**config.mk**
```make
export PLATFORM = sky130hd
export DESIGN_NAME = scc_mgr_top
export DESIGN_NICKNAME = d
export VERILOG_FILES = /design/src/verilog/scc_bus_pkg.sv /design/src/verilog/scc_chain_pkg.sv /design/src/verilog/scc_avl_decode.sv /design/src/verilog/scc_cfg_regs.sv /design/src/verilog/scc_scan_engine.sv /design/src/verilog/scc_mgr_top.sv
export SDC_FILE = /design/constraint.sdc
export NUM_CORES = 1
export LEC_CHECK = 0
export ABC_AREA = 0
export BUFFER_PORTS_ARGS = -buffer_cell sky130_fd_sc_hd__buf_2
export CORE_MARGIN = 3
export CORE_UTILIZATION = 30
export DETAILED_ROUTE_END_ITERATION = 6
export PLACE_DENSITY_LB_ADDON = 0.08
export SYNTH_ARGS = -nofsm -noshare
export SYNTH_HDL_FRONTEND = slang
export SYNTH_SLANG_ARGS = --single-unit
```
**constraint.sdc**
```tcl
create_clock -name avl_clk -period 2.5 [get_ports avl_clk]
set_clock_uncertainty 0.15 [all_clocks]
set_input_delay 0.125 -clock avl_clk [delete_from_list [all_inputs] [get_ports avl_clk]]
set_output_delay 0.125 -clock avl_clk [all_outputs]
set_load 0.02 [all_outputs]
```
**src/verilog/scc_bus_pkg.sv**
```systemverilog
/*
 * Avalon side definitions of the scan chain manager.
 * Bus widths, address map, command opcodes and the parameter read values.
 */
package scc_bus_pkg;

	localparam int avl_addr_width = 16;
	localparam int avl_data_width = 32;

	// Address map
	localparam logic [2:0] scc_region = 3'b011;   // Top address bits select the manager
	localparam int region_lsb = 13;
	localparam int op_lsb = 10;                   // Command in bits 12:10
	localparam int par_index_bits = 4;            // Setting or parameter index in bits 3:0

	typedef enum logic [2:0] {
		op_cfg_write = 3'b000,
		op_go_dqs = 3'b001,
		op_go_dqs_io = 3'b010,
		op_go_dq = 3'b011,
		op_go_dm = 3'b100,
		op_update = 3'b101,
		op_none = 3'b111     // Any other command
	} scc_op_t;

	// Read-only parameter indices
	typedef enum logic [3:0] {
		par_dqs_in_delay_max = 4'd1,
		par_dqs_en_phase_max = 4'd2,
		par_dqs_en_delay_max = 4'd3,
		par_dqdqs_out_phase_max = 4'd4,
		par_io_out1_delay_max = 4'd6,
		par_io_out2_delay_max = 4'd7,
		par_io_in_delay_max = 4'd8,
		par_dll_chain_length = 4'd9,
		par_delay_per_opa_tap = 4'd10,
		par_dqs_in_reserve = 4'd11,
		par_dqs_out_reserve = 4'd12,
		par_delay_per_dchain_tap = 4'd13,
		par_dq_out_reserve = 4'd14,
		par_dm_out_reserve = 4'd15
	} scc_param_t;

	// Values for a DLL chain of 8 taps
	localparam int dll_chain_length = 8;
	localparam int delay_per_opa_tap = 312;      // ps
	localparam int delay_per_dchain_tap = 25;    // ps
	localparam int dqs_en_phase_max = 7;
	localparam int dqdqs_out_phase_max = 14;
	localparam int dqs_in_reserve = 3;
	localparam int dqs_out_reserve = 3;
	localparam int dq_out_reserve = 0;
	localparam int dm_out_reserve = 0;

endpackage

```
**src/verilog/scc_chain_pkg.sv**
```systemverilog
/*
 * Scan chain side definitions of the manager.
 * Word lengths, field positions, delay limits and group counts of the I/O delay chains.
 */
package scc_chain_pkg;

	// Scan word lengths
	localparam int dqs_sdata_bits = 46;   // One DQS group
	localparam int io_sdata_bits = 11;    // One DQ, DM or DQS I/O pin
	localparam int shift_cnt_width = $clog2(dqs_sdata_bits);

	// Delay chain maxima, also visible through parameter reads
	localparam int dqs_in_delay_max = 15;
	localparam int dqs_en_delay_max = 7;
	localparam int io_out1_delay_max = 15;
	localparam int io_out2_delay_max = 7;
	localparam int io_in_delay_max = 15;

	// Group counts, which set the enable bus widths
	localparam int mem_dqs_width = 4;
	localparam int mem_dq_width = 16;
	localparam int mem_dm_width = 2;

	typedef enum logic [3:0] {
		dqs_in_delay = 4'd1,
		dqs_en_delay = 4'd3,
		oct_out1_delay = 4'd6,
		oct_out2_delay = 4'd7,
		io_out1_delay = 4'd8,
		io_out2_delay = 4'd9,
		io_in_delay = 4'd10
	} scc_setting_t;

	// Fields of the DQS word, all other bits are phase or reserved
	localparam int dqs_in_lsb = 0;
	localparam int dqs_in_bits = 4;
	localparam int dqs_en_lsb = 27;
	localparam int dqs_en_bits = 3;
	localparam int oct_out1_lsb = 30;
	localparam int oct_out1_bits = 4;
	localparam int oct_out2_lsb = 34;
	localparam int oct_out2_bits = 3;

	// Fields of the pin word
	localparam int io_out1_lsb = 0;
	localparam int io_out1_bits = 4;
	localparam int io_out2_lsb = 4;
	localparam int io_out2_bits = 3;
	localparam int io_in_lsb = 7;
	localparam int io_in_bits = 4;

	typedef enum logic [1:0] {
		scan_idle,
		scan_load,
		scan_done
	} scan_state_t;

	localparam logic [7:0] ena_broadcast = 8'd255;   // Enables every member of a bus

endpackage

```
**src/verilog/scc_avl_decode.sv**
```systemverilog
/*
 * Avalon slave front end of the scan chain manager.
 * Splits writes into setting writes and scan commands, serves parameter reads.
 */
`timescale 1ns/1ps

module scc_avl_decode (
	input  logic avl_clk,
	input  logic avl_reset_n,
	input  logic [scc_bus_pkg::avl_addr_width-1:0] avl_address,
	input  logic avl_write,
	input  logic [scc_bus_pkg::avl_data_width-1:0] avl_writedata,
	input  logic avl_read,
	input  logic scan_done,
	output logic [scc_bus_pkg::avl_data_width-1:0] avl_readdata,
	output logic avl_waitrequest,
	output logic cfg_wr,
	output scc_chain_pkg::scc_setting_t cfg_addr,
	output logic [scc_bus_pkg::avl_data_width-1:0] cfg_data,
	output scc_bus_pkg::scc_op_t go_op
);
	import scc_bus_pkg::*;
	import scc_chain_pkg::*;

	logic sel_scc;
	scc_op_t bus_op;
	scc_op_t go_live;
	scc_param_t bus_par;
	logic go_busy;      // A go or update transfer is waiting
	scc_op_t go_op_q;

	assign sel_scc = (avl_address[region_lsb +: 3] == scc_region);
	assign bus_op = scc_op_t'(avl_address[op_lsb +: 3]);
	assign bus_par = scc_param_t'(avl_address[par_index_bits-1:0]);

	assign cfg_addr = scc_setting_t'(avl_address[par_index_bits-1:0]);
	assign cfg_data = avl_writedata;

	always_comb
	begin
		cfg_wr = 1'b0;
		go_live = op_none;
		if (sel_scc && avl_write)
		begin
			case (bus_op)
				op_cfg_write: cfg_wr = 1'b1;
				op_go_dqs, op_go_dqs_io, op_go_dq, op_go_dm, op_update: go_live = bus_op;
				default: go_live = op_none;
			endcase
		end
	end

	// Command stays latched for the whole transfer
	assign go_op = go_busy ? go_op_q : go_live;
	assign avl_waitrequest = (go_op != op_none) && avl_write && !scan_done;

	always_ff @(posedge avl_clk or negedge avl_reset_n)
	begin
		if (!avl_reset_n)
		begin
			go_busy <= 1'b0;
			go_op_q <= op_none;
		end
		else
		begin
			go_busy <= avl_waitrequest;   // Clears in the cycle that completes the transfer
			if (!go_busy)
				go_op_q <= go_live;
		end
	end

	// Parameter reads, combinational and never stalled
	always_comb
	begin
		avl_readdata = '0;
		if (sel_scc && avl_read)
		begin
			case (bus_par)
				par_dqs_in_delay_max: avl_readdata = avl_data_width'(dqs_in_delay_max);
				par_dqs_en_phase_max: avl_readdata = avl_data_width'(dqs_en_phase_max);
				par_dqs_en_delay_max: avl_readdata = avl_data_width'(dqs_en_delay_max);
				par_dqdqs_out_phase_max: avl_readdata = avl_data_width'(dqdqs_out_phase_max);
				par_io_out1_delay_max: avl_readdata = avl_data_width'(io_out1_delay_max);
				par_io_out2_delay_max: avl_readdata = avl_data_width'(io_out2_delay_max);
				par_io_in_delay_max: avl_readdata = avl_data_width'(io_in_delay_max);
				par_dll_chain_length: avl_readdata = avl_data_width'(dll_chain_length);
				par_delay_per_opa_tap: avl_readdata = avl_data_width'(delay_per_opa_tap);
				par_dqs_in_reserve: avl_readdata = avl_data_width'(dqs_in_reserve);
				par_dqs_out_reserve: avl_readdata = avl_data_width'(dqs_out_reserve);
				par_delay_per_dchain_tap: avl_readdata = avl_data_width'(delay_per_dchain_tap);
				par_dq_out_reserve: avl_readdata = avl_data_width'(dq_out_reserve);
				par_dm_out_reserve: avl_readdata = avl_data_width'(dm_out_reserve);
				default: avl_readdata = '0;   // Index 0 and 5 are unused
			endcase
		end
	end

endmodule

```
**src/verilog/scc_cfg_regs.sv**
```systemverilog
/*
 * Shadow copies of the DQS group word and the pin word.
 * Setting writes update one delay field, the scan engine reads the assembled words.
 */
`timescale 1ns/1ps

module scc_cfg_regs (
	input  logic avl_clk,
	input  logic avl_reset_n,
	input  logic cfg_wr,
	input  scc_chain_pkg::scc_setting_t cfg_addr,
	input  logic [scc_bus_pkg::avl_data_width-1:0] cfg_data,
	output logic [scc_chain_pkg::dqs_sdata_bits-1:0] dqs_cfg,
	output logic [scc_chain_pkg::io_sdata_bits-1:0] io_cfg
);
	import scc_chain_pkg::*;

	// DQS group delays
	logic [dqs_in_bits-1:0] dqs_in_q;
	logic [dqs_en_bits-1:0] dqs_en_q;
	logic [oct_out1_bits-1:0] oct_out1_q;
	logic [oct_out2_bits-1:0] oct_out2_q;

	// Pin delays
	logic [io_out1_bits-1:0] io_out1_q;
	logic [io_out2_bits-1:0] io_out2_q;
	logic [io_in_bits-1:0] io_in_q;

	always_ff @(posedge avl_clk or negedge avl_reset_n)
	begin
		if (!avl_reset_n)
		begin
			dqs_in_q <= '0;
			dqs_en_q <= '0;
			oct_out1_q <= '0;
			oct_out2_q <= '0;
			io_out1_q <= '0;
			io_out2_q <= '0;
			io_in_q <= '0;
		end
		else if (cfg_wr)
		begin
			case (cfg_addr)
				dqs_in_delay: dqs_in_q <= cfg_data[dqs_in_bits-1:0];
				dqs_en_delay: dqs_en_q <= cfg_data[dqs_en_bits-1:0];
				oct_out1_delay: oct_out1_q <= cfg_data[oct_out1_bits-1:0];
				oct_out2_delay: oct_out2_q <= cfg_data[oct_out2_bits-1:0];
				io_out1_delay: io_out1_q <= cfg_data[io_out1_bits-1:0];
				io_out2_delay: io_out2_q <= cfg_data[io_out2_bits-1:0];
				io_in_delay: io_in_q <= cfg_data[io_in_bits-1:0];
				default: dqs_in_q <= dqs_in_q;   // Unknown setting, no change
			endcase
		end
	end

	// Phase and reserved positions are tied low
	always_comb
	begin
		dqs_cfg = '0;
		dqs_cfg[dqs_in_lsb +: dqs_in_bits] = dqs_in_q;
		dqs_cfg[dqs_en_lsb +: dqs_en_bits] = dqs_en_q;
		dqs_cfg[oct_out1_lsb +: oct_out1_bits] = oct_out1_q;
		dqs_cfg[oct_out2_lsb +: oct_out2_bits] = oct_out2_q;
	end

	always_comb
	begin
		io_cfg = '0;
		io_cfg[io_out1_lsb +: io_out1_bits] = io_out1_q;
		io_cfg[io_out2_lsb +: io_out2_bits] = io_out2_q;
		io_cfg[io_in_lsb +: io_in_bits] = io_in_q;
	end

endmodule

```
**src/verilog/scc_scan_engine.sv**
```systemverilog
/*
 * Serial scan engine. A go command shifts one shadow word out MSB first
 * while the selected enable bus is driven, an update command pulses scc_update.
 */
`timescale 1ns/1ps

module scc_scan_engine (
	input  logic avl_clk,
	input  logic avl_reset_n,
	input  scc_bus_pkg::scc_op_t go_op,
	input  logic [7:0] ena_index,
	input  logic [scc_chain_pkg::dqs_sdata_bits-1:0] dqs_cfg,
	input  logic [scc_chain_pkg::io_sdata_bits-1:0] io_cfg,
	output logic scc_data,
	output logic [scc_chain_pkg::mem_dqs_width-1:0] scc_dqs_ena,
	output logic [scc_chain_pkg::mem_dqs_width-1:0] scc_dqs_io_ena,
	output logic [scc_chain_pkg::mem_dq_width-1:0] scc_dq_ena,
	output logic [scc_chain_pkg::mem_dm_width-1:0] scc_dm_ena,
	output logic scc_update,
	output logic scan_done
);
	import scc_bus_pkg::*;
	import scc_chain_pkg::*;

	scan_state_t state;
	scc_op_t op_q;
	logic [7:0] idx_q;
	logic [shift_cnt_width-1:0] shift_cnt;   // Bits still to send after the current one
	logic [dqs_sdata_bits-1:0] shift_q;

	logic start_shift;
	logic more_bits;
	scc_op_t ena_op;
	logic [7:0] ena_idx;
	logic [mem_dq_width-1:0] ena_pat;
	logic [dqs_sdata_bits-1:0] load_word;
	logic [shift_cnt_width-1:0] load_cnt;

	// One-hot on the index, all ones for broadcast, nothing past the bus width
	function automatic logic [mem_dq_width-1:0] ena_decode(input logic [7:0] idx,
		input int width);
		logic [mem_dq_width-1:0] pat;
		pat = '0;
		if (idx == ena_broadcast)
			pat = '1;
		else if (int'(idx) < width)
			pat[idx[$clog2(mem_dq_width)-1:0]] = 1'b1;
		return pat;
	endfunction

	assign start_shift = (state == scan_idle) &&
		(go_op inside {op_go_dqs, op_go_dqs_io, op_go_dq, op_go_dm});
	assign more_bits = (state == scan_load) && (shift_cnt != '0);
	assign scan_done = (state == scc_chain_pkg::scan_done);   // Port name hides the state label

	// First bit comes from the live command, the rest from the captured one
	assign ena_op = (state == scan_idle) ? go_op : op_q;
	assign ena_idx = (state == scan_idle) ? ena_index : idx_q;

	always_comb
	begin
		if (go_op == op_go_dqs)
		begin
			load_word = dqs_cfg;
			load_cnt = shift_cnt_width'(dqs_sdata_bits - 1);
		end
		else
		begin
			load_word = {io_cfg, {(dqs_sdata_bits - io_sdata_bits){1'b0}}};   // MSB aligned
			load_cnt = shift_cnt_width'(io_sdata_bits - 1);
		end

		case (ena_op)
			op_go_dqs, op_go_dqs_io: ena_pat = ena_decode(ena_idx, mem_dqs_width);
			op_go_dq: ena_pat = ena_decode(ena_idx, mem_dq_width);
			default: ena_pat = ena_decode(ena_idx, mem_dm_width);
		endcase
	end

	always_ff @(posedge avl_clk or negedge avl_reset_n)
	begin
		if (!avl_reset_n)
		begin
			state <= scan_idle;
			op_q <= op_none;
			shift_cnt <= '0;
			scc_data <= 1'b0;
			scc_update <= 1'b0;
		end
		else
		begin
			scc_data <= 1'b0;
			scc_update <= 1'b0;
			case (state)
				scan_idle:
				begin
					if (start_shift)
					begin
						op_q <= go_op;
						shift_cnt <= load_cnt;
						scc_data <= load_word[dqs_sdata_bits-1];
						state <= scan_load;
					end
					else if (go_op == op_update)
					begin
						scc_update <= 1'b1;
						state <= scc_chain_pkg::scan_done;
					end
				end
				scan_load:
				begin
					if (more_bits)
					begin
						shift_cnt <= shift_cnt - 1'b1;
						scc_data <= shift_q[dqs_sdata_bits-1];
					end
					else
						state <= scc_chain_pkg::scan_done;
				end
				default:
					state <= scan_idle;   // Done lasts one cycle
			endcase
		end
	end

	// Word and index, loaded one bit ahead of the output
	always_ff @(posedge avl_clk)
	begin
		if (start_shift)
		begin
			shift_q <= load_word << 1;
			idx_q <= ena_index;
		end
		else if (more_bits)
			shift_q <= shift_q << 1;
	end

	always_ff @(posedge avl_clk or negedge avl_reset_n)
	begin
		if (!avl_reset_n)
		begin
			scc_dqs_ena <= '0;
			scc_dqs_io_ena <= '0;
			scc_dq_ena <= '0;
			scc_dm_ena <= '0;
		end
		else
		begin
			scc_dqs_ena <= '0;
			scc_dqs_io_ena <= '0;
			scc_dq_ena <= '0;
			scc_dm_ena <= '0;
			if (start_shift || more_bits)
			begin
				case (ena_op)
					op_go_dqs: scc_dqs_ena <= ena_pat[mem_dqs_width-1:0];
					op_go_dqs_io: scc_dqs_io_ena <= ena_pat[mem_dqs_width-1:0];
					op_go_dq: scc_dq_ena <= ena_pat[mem_dq_width-1:0];
					default: scc_dm_ena <= ena_pat[mem_dm_width-1:0];
				endcase
			end
		end
	end

endmodule

```
**src/verilog/scc_mgr_top.sv**
```systemverilog
/*
 * Scan chain manager of the DDR sequencer, seen by the calibration processor
 * as an Avalon-MM slave and driving the I/O delay chain scan interface.
 */
`timescale 1ns/1ps

module scc_mgr_top (
	input  logic avl_clk,
	input  logic avl_reset_n,
	input  logic [scc_bus_pkg::avl_addr_width-1:0] avl_address,
	input  logic avl_write,
	input  logic [scc_bus_pkg::avl_data_width-1:0] avl_writedata,
	input  logic avl_read,
	output logic [scc_bus_pkg::avl_data_width-1:0] avl_readdata,
	output logic avl_waitrequest,
	output logic scc_data,
	output logic [scc_chain_pkg::mem_dqs_width-1:0] scc_dqs_ena,
	output logic [scc_chain_pkg::mem_dqs_width-1:0] scc_dqs_io_ena,
	output logic [scc_chain_pkg::mem_dq_width-1:0] scc_dq_ena,
	output logic [scc_chain_pkg::mem_dm_width-1:0] scc_dm_ena,
	output logic scc_update
);
	import scc_bus_pkg::*;
	import scc_chain_pkg::*;

	logic cfg_wr;
	scc_setting_t cfg_addr;
	logic [avl_data_width-1:0] cfg_data;
	scc_op_t go_op;
	logic [dqs_sdata_bits-1:0] dqs_cfg;
	logic [io_sdata_bits-1:0] io_cfg;
	logic scan_done;   // Releases the waiting go or update write

	scc_avl_decode u_decode (
		.avl_clk         (avl_clk),
		.avl_reset_n     (avl_reset_n),
		.avl_address     (avl_address),
		.avl_write       (avl_write),
		.avl_writedata   (avl_writedata),
		.avl_read        (avl_read),
		.scan_done       (scan_done),
		.avl_readdata    (avl_readdata),
		.avl_waitrequest (avl_waitrequest),
		.cfg_wr          (cfg_wr),
		.cfg_addr        (cfg_addr),
		.cfg_data        (cfg_data),
		.go_op           (go_op)
	);

	scc_cfg_regs u_cfg_regs (
		.avl_clk     (avl_clk),
		.avl_reset_n (avl_reset_n),
		.cfg_wr      (cfg_wr),
		.cfg_addr    (cfg_addr),
		.cfg_data    (cfg_data),
		.dqs_cfg     (dqs_cfg),
		.io_cfg      (io_cfg)
	);

	scc_scan_engine u_scan_engine (
		.avl_clk        (avl_clk),
		.avl_reset_n    (avl_reset_n),
		.go_op          (go_op),
		.ena_index      (avl_writedata[7:0]),   // Enable index rides on the go write
		.dqs_cfg        (dqs_cfg),
		.io_cfg         (io_cfg),
		.scc_data       (scc_data),
		.scc_dqs_ena    (scc_dqs_ena),
		.scc_dqs_io_ena (scc_dqs_io_ena),
		.scc_dq_ena     (scc_dq_ena),
		.scc_dm_ena     (scc_dm_ena),
		.scc_update     (scc_update),
		.scan_done      (scan_done)
	);

endmodule

```
Word-level counts from Yosys, hierarchy flattened
Memory sizes are Yosys's and may differ from the RTL's.
Index checks and enable logic that the tools add are counted.
W data, S select, Z words.
{ "totals": {"ff_bits": 121, "mem_bits_rw": 0, "output_inout_bits": 61, "mem_bits_ro": 112, "latch_bits": 0, "inputBits": 52, "mem_count": 1} }
{ "mem_list": {"columns": ["name", "depth", "width", "read_ports", "rd_ports_with_merged_regs", "wr", "line", "rtl"], "rows": [
  ["(name not given)", 16, 7, 1, 0, 0, "scc_avl_decode.sv:78", "case (bus_par)"]
]} }
{ "op_classes": {"order_cmp": 5, "n_div": 0, "n_bitwise": 0, "n_reduce_logical": 28, "shift": 0, "n_mul": 0, "eq_ne": 29, "n_addsub": 1, "n_mux": 42} }
{ "op_table": {"columns": ["op", "n"], "rows": [
  ["$mux W46", 3],
  ["$mux W16", 8],
  ["$mux W32", 1],
  ["$pmux W16 S2", 1],
  ["$eq A3 B2 Y1 const B", 7],
  ["$mux W6", 3],
  ["$reduce_and A2 Y1", 9],
  ["$mux W4", 4],
  ["$eq A3 B3 Y1 const B", 4],
  ["$eq A4 B4 Y1 const B", 3],
  ["$mux W3", 4],
  ["$pmux W6 S2", 1],
  ["$mux W2", 5],
  ["$eq A3 B1 Y1 const B", 3],
  ["$eq A4 B3 Y1 const B", 2],
  ["$eq A8 B8 Y1 const B", 1],
  ["$lt A8 B2 Y1 const B", 1],
  ["$lt A8 B3 Y1 const B", 1],
  ["$lt A8 B5 Y1 const B", 1],
  ["$mux W1", 8],
  ["$mux W8", 1],
  ["$logic_and A1 B1 Y1", 7],
  ["$reduce_bool A6 Y1", 1],
  ["$sub A6 B1 Y6 const B", 1],
  ["other kinds (23)", 25]
]} }

Depth between registers and ports, before layout
{ "logic_depth": {"depth_word": 11, "mapped_depth": 8, "ltp_nobuf": 6} }

By module
From an unflattened synthesis, not the netlist that was laid out.
{ "hier_totals": {"cells_unflattened": 612, "area_unflattened_um2": 6432.4} }
{ "by_module_without_submodules": {"columns": ["module", "seq_area_each_um2", "instances", "cells_each", "area_each_um2"], "rows": [
  ["scc_scan_engine", 2571.2, 1, 399, 4241.6],
  ["scc_cfg_regs", 625.6, 1, 92, 1256.2],
  ["scc_avl_decode", 103.8, 1, 121, 934.6]
]} }

Least setup slack after synthesis
OpenSTA, ideal clock, no wires.
{ "synth_path": {"path_type": "register -> register", "from": "register u_decode.go_busy", "to": "register u_scan_engine.shift_q[31], data pin", "t_arrival_ns": 1.811, "stages_incl_launch_ff": 7, "setup_slack_ns": 0.283, "synth_period_minus_slack_ns": 2.217, "required_time_ns": 2.094, "path_cell_list": "dfrtp_1 > buf_2 > o41ai_4 > o211ai_1 > buf_2 > buf_2 > a22o_1"} }
{ "synth_between": {"elab_chain_len": 5, "elab_cells_between_ends": 9, "classes_between": "4 x eq/ne; 3 x mux; 2 x reduce/logical"} }
{ "synth_rtl": {"columns": ["item", "line", "rtl"], "rows": [
  ["from (decl)", "scc_avl_decode.sv:29", "logic go_busy;"],
  ["from (signal assigned)", "scc_avl_decode.sv:66", "go_busy <= avl_waitrequest;"],
  ["$mux W3 *", "scc_avl_decode.sv:54", "assign go_op = go_busy ? go_op_q : go_live;"],
  ["$eq A3 B1 Y1, or another cell as far along", "scc_scan_engine.sv:52, scc_scan_engine.sv:62", null],
  ["$reduce_bool A4 Y1", "scc_scan_engine.sv:52", "(go_op inside {op_go_dqs, op_go_dqs_io, op_go_dq, op_go_dm});"],
  ["$logic_and A1 B1 Y1", "scc_scan_engine.sv:51", "assign start_shift = (state == scan_idle) &&"],
  ["$mux W46 *", "scc_scan_engine.sv:129", "if (start_shift)"],
  ["to (signal assigned)", "scc_scan_engine.sv:131", "shift_q <= load_word << 1;"],
  ["to (signal assigned)", "scc_scan_engine.sv:135", "shift_q <= shift_q << 1;"],
  ["to (decl)", "scc_scan_engine.sv:29", "logic [dqs_sdata_bits-1:0] shift_q;"]
]} }
Mark *: on every way between the ends. The rest lies on a longest branch, timed or not.
A chain may end at the register's enable or synchronous reset.

Worst setup path after layout
{ "layout_path": {"from": "input avl_write", "to": "register u_scan_engine.idx_q[7] (enable)"} }
{ "layout_between": {"elab_chain_len": 6, "elab_cells_between_ends": 9, "classes_between": "4 x eq/ne; 2 x mux; 3 x reduce/logical"} }
{ "layout_rtl": {"columns": ["item", "line", "rtl"], "rows": [
  ["from (decl)", "scc_mgr_top.sv:11", "input logic avl_write,"],
  ["$logic_and A1 B1 Y1 *", "scc_avl_decode.sv:43", "if (sel_scc && avl_write)"],
  ["$mux W3 *", "scc_avl_decode.sv:43", null],
  ["$mux W3 *", "scc_avl_decode.sv:54", null],
  ["$eq A3 B1 Y1, or another cell as far along", "scc_scan_engine.sv:52", null],
  ["$reduce_bool A4 Y1 *", "scc_scan_engine.sv:52", null],
  ["$logic_and A1 B1 Y1 *", "scc_scan_engine.sv:51", null],
  ["to (signal assigned)", "scc_scan_engine.sv:132", "idx_q <= ena_index;"],
  ["to (decl)", "scc_scan_engine.sv:27", "logic [7:0] idx_q;"]
]} }
Marks and branches as above.

==> flow_summary.ini <==
[hold_path]
hp-class = input port to flop
hp-start = avl_address[11]
worstHoldEndpoint = u_decode.go_op_q[1]$_DFF_PN1_
hold_path_depth = 3

[route]
drt-initial-drc-count = 137
drt_pass1_iterations = 4
vias_per_cell = 4.647
dr_total_vias = 3857
wirelength_um = 12580
wl_per_cell_um = 15.16
final_antenna_net_count = 0
drc = 0

[setup_path]
crit_path_top_delay_cell = dlygate4sd3_1
crit_chain = dlygate4sd3_1, buf_2, nand4b_4, o41ai_4, buf_4, o211ai_1, buf_12, inv_1
rr_startpoint = u_decode.go_op_q[0]$_DFF_PN1_
crit_arrival_ns = 2.28
r2r-end = u_scan_engine.shift_q[44]$_DFFE_PP_
r2r_cells = 6
startpoint_type = input port
max_stage_delay_ns = 0.51
worstSetupPathType = input port to flop
critical_path.endpoint_type = flop
cp_max_fo = 27
r2r_slack_ns = 0.17
cp.required_ns = 2.41

[power]
ir_drop_v = 0.0004767
leakage_nw = 3.044
power.density_nw_per_um2 = 911.3

[cells_and_area]
fin_nets = 617
regArea_um2 = 3301
fillers = 1896
drive_above_1_share = 0.2965
syn_to_final_growth_pct = 21.84
num_antenna_cells = 0
multi_input_area_um2 = 2205

[synthesis]
async_flop_share = 0.5620
yosysWarnings = 0
synth_cell_types = 67
synth_compound_area_frac = 0.1383
synthMuxAreaShare = 0.06146
synthCells = 474
synth_edf_count = 53
syn_area_um2 = 5843
seq_area_frac_synth = 0.5649
synthSimpleGateAreaFrac = 0.1383
ys_seq_elements = 121
synth_top_family_by_area = simple AND/OR/NAND/NOR gates
synth_adder_area_share = 0.01713
synth-xor-area-share = 0.005996
synth.avg_cell_area_um2 = 12.33
synth_ff_type = dfrtp_1

[die]
num_rows = 50
core-area_um2 = 18890
io_pins = 113
die_height_um = 145.6
dieWidth_um = 145.6
die_area_um2 = 21190
initial_utilization = 0.3093

[flow_run]
drv_cap = 0

[timing]
timing.fmax_ghz = 0.4222
relSlewSlack = 0.4326
fin_crit_sh = 0.9474
holdWs_ns = 0.02763
finalHoldViolations = 0
fin_crit_ns = 2.369
setup_viol = 0
tightestPinTransition_ns = 0.8512
fin_tns_setup_ns = 0
maxSlewViolCount = 0
finalWorstSetupSlack_ns = 0.1315
rsz0062_at_grt = false

[clock_tree]
cts.htree.levels = 4
clkSlewWorstSetupHoldPaths_ns = 0.05
root_buffer = clkbuf_16
clk_latency_ns = 0.40
clockBufferDepth = 2
cts_sinks = 121
cts_tree = done
cts-buffers-inserted = 17
cts_setup_buffers = 0

[placed_design]
gp_congestion = 0.7331
dpl_worst_slack_ns = 0.1309
dpl.hpwl_um = 8814
portBuffers = 57

[global_routing]
grt_usage = 0.1233
grt_max_degree = 46
first_global_vias = 3937
grt-ovfl-total = 0
antenna_found_initial = 0
grt_first_pass_wirelength_um = 21010

[run_status]
status = finished, final reports clean
[power by group]
part | leakage, nW | internal [mW] | switching [mW]
Clock | 0.306 | 1.63 | 0.869
Sequential | 1.41 | 2.59 | 0.135
Combinational | 1.33 | 0.497 | 0.762
Total | 3.04 | 4.72 | 1.77
[worst max-delay path by stage]
stage,startpoint,end,slack [ns],cells past startpoint
detailed placement,u_decode.go_op_q[0]$_DFF_PN1_,u_scan_engine.shift_q[37]$_DFFE_PP_,0.13,5
floorplan,u_decode.go_busy$_DFF_PN0_,u_scan_engine.shift_q[31]$_DFFE_PP_,0.28,6
CTS,avl_write,u_scan_engine.shift_q[44]$_DFFE_PP_,0.09,8
global route,avl_write,u_scan_engine.scc_dq_ena[13]$_DFF_PN0_,0.004,9
finish,avl_write,u_scan_engine.idx_q[7]$_DFFE_PN_,0.13,8
global placement,u_decode.go_op_q[0]$_DFF_PN1_,u_scan_engine.shift_q[44]$_DFFE_PP_,0.12,6
[cells by family (layout without fill, tap and decap cells)]
logic type,Yosys count,in the layout
muxes,32,32
xor gates and xnor gates,4,4
buffers and inverters,67,139
DFF,121,121
and+or+nand+nor,136,136
adders and majority gates,8,8
AOI/OAI and AO/OA,105,105
other,1,25
[per-layer routing]
layer  vias to the layer above  GRT usage  wire (um)
met5                         -          0          0
met4                         0    0.03989        133
met3                        10    0.03208        360
met2                        48     0.1986       6123
met1                      1940     0.1630       5965
li1                       1859          -          -
[area by class of cell]
class,instances,area share
Clock buffer,21,0.07065
Timing Repair Buffer,93,0.08682
Tap cell,260,0.04569
Multi-Input combinational cell,310,0.3097
Sequential cell,121,0.4636
Inverter,14,0.007733
Clock inverter,11,0.01582
[critical path: cells and delay by family]
kind / cells / cell delay [ns]
buffers and inverters: 5 / 1.42
AOI/OAI and AO/OA: 2 / 0.50
and+or+nand+nor: 1 / 0.20
[synthesized netlist by cell type (4+ instances only)]
cell	count	share of area
a21oi_1	17	0.015
nor3_1	11	0.0094
nand3_1	4	0.0034
inv_1	13	0.0084
clkbuf_1	8	0.0051
o21ai_0	26	0.022
dfstp_2	6	0.027
and2_1	26	0.028
nand2_1	27	0.017
a211oi_1	6	0.0077
nand4_1	5	0.0054
nor2_1	22	0.014
a22o_1	12	0.018
mux2_2	27	0.052
o211ai_1	11	0.014
edfxtp_1	53	0.27
ha_1	8	0.017
a31oi_1	9	0.0096
dfrtp_1	62	0.27
nand2b_1	8	0.0086
nor4_1	4	0.0043
buf_4	26	0.033
mux2i_1	4	0.0069
buf_2	10	0.0086
[registers in the layout, indices dropped and copies added, names as in the netlist, 6 cells and up]
| name | count |
|---|---|
| u_scan_engine.idx_q | 8 |
| u_scan_engine.scc_dq_ena | 16 |
| u_scan_engine.shift_cnt | 6 |
| u_scan_engine.shift_q | 45 |
[cell usage in the layout, fill, tap and decap left out, types with 9 or more instances in the layout]
cell / instances
buf_4: 23
inv_1: 13
conb_1: 25
dlygate4sd3_1: 10
a31oi_1: 9
nor2_1: 22
edfxtp_1: 53
mux2_2: 27
buf_2: 57
o211ai_1: 11
a21oi_1: 17
and2_1: 26
nor3_1: 11
a22o_1: 12
nand2_1: 27
dfrtp_1: 62
o21ai_0: 25
clkbuf_16: 19
[repair_timing]
| item | CTS | global route |
|---|---|---|
| endpoints found under the hold margin | 39 | 0 |
| endpoints found under the setup margin | 0 | 5 |
| hold buffers | 10 | 0 |
| gates resized for setup | 0 | 1 |
[per-stage QoR]
step                      instances  area (um^2)  total power, mW  utilization
after floorplan                 498         5933            3.691            -
after global placement          788         6404            4.010       0.3389
after detailed placement        788         6404            4.025       0.3389
after CTS                       830         7119            6.580       0.3768
after global routing            830         7119            6.856       0.3768
final                           830         7119            6.488       0.3768
(Power assumes the default switching activity.)
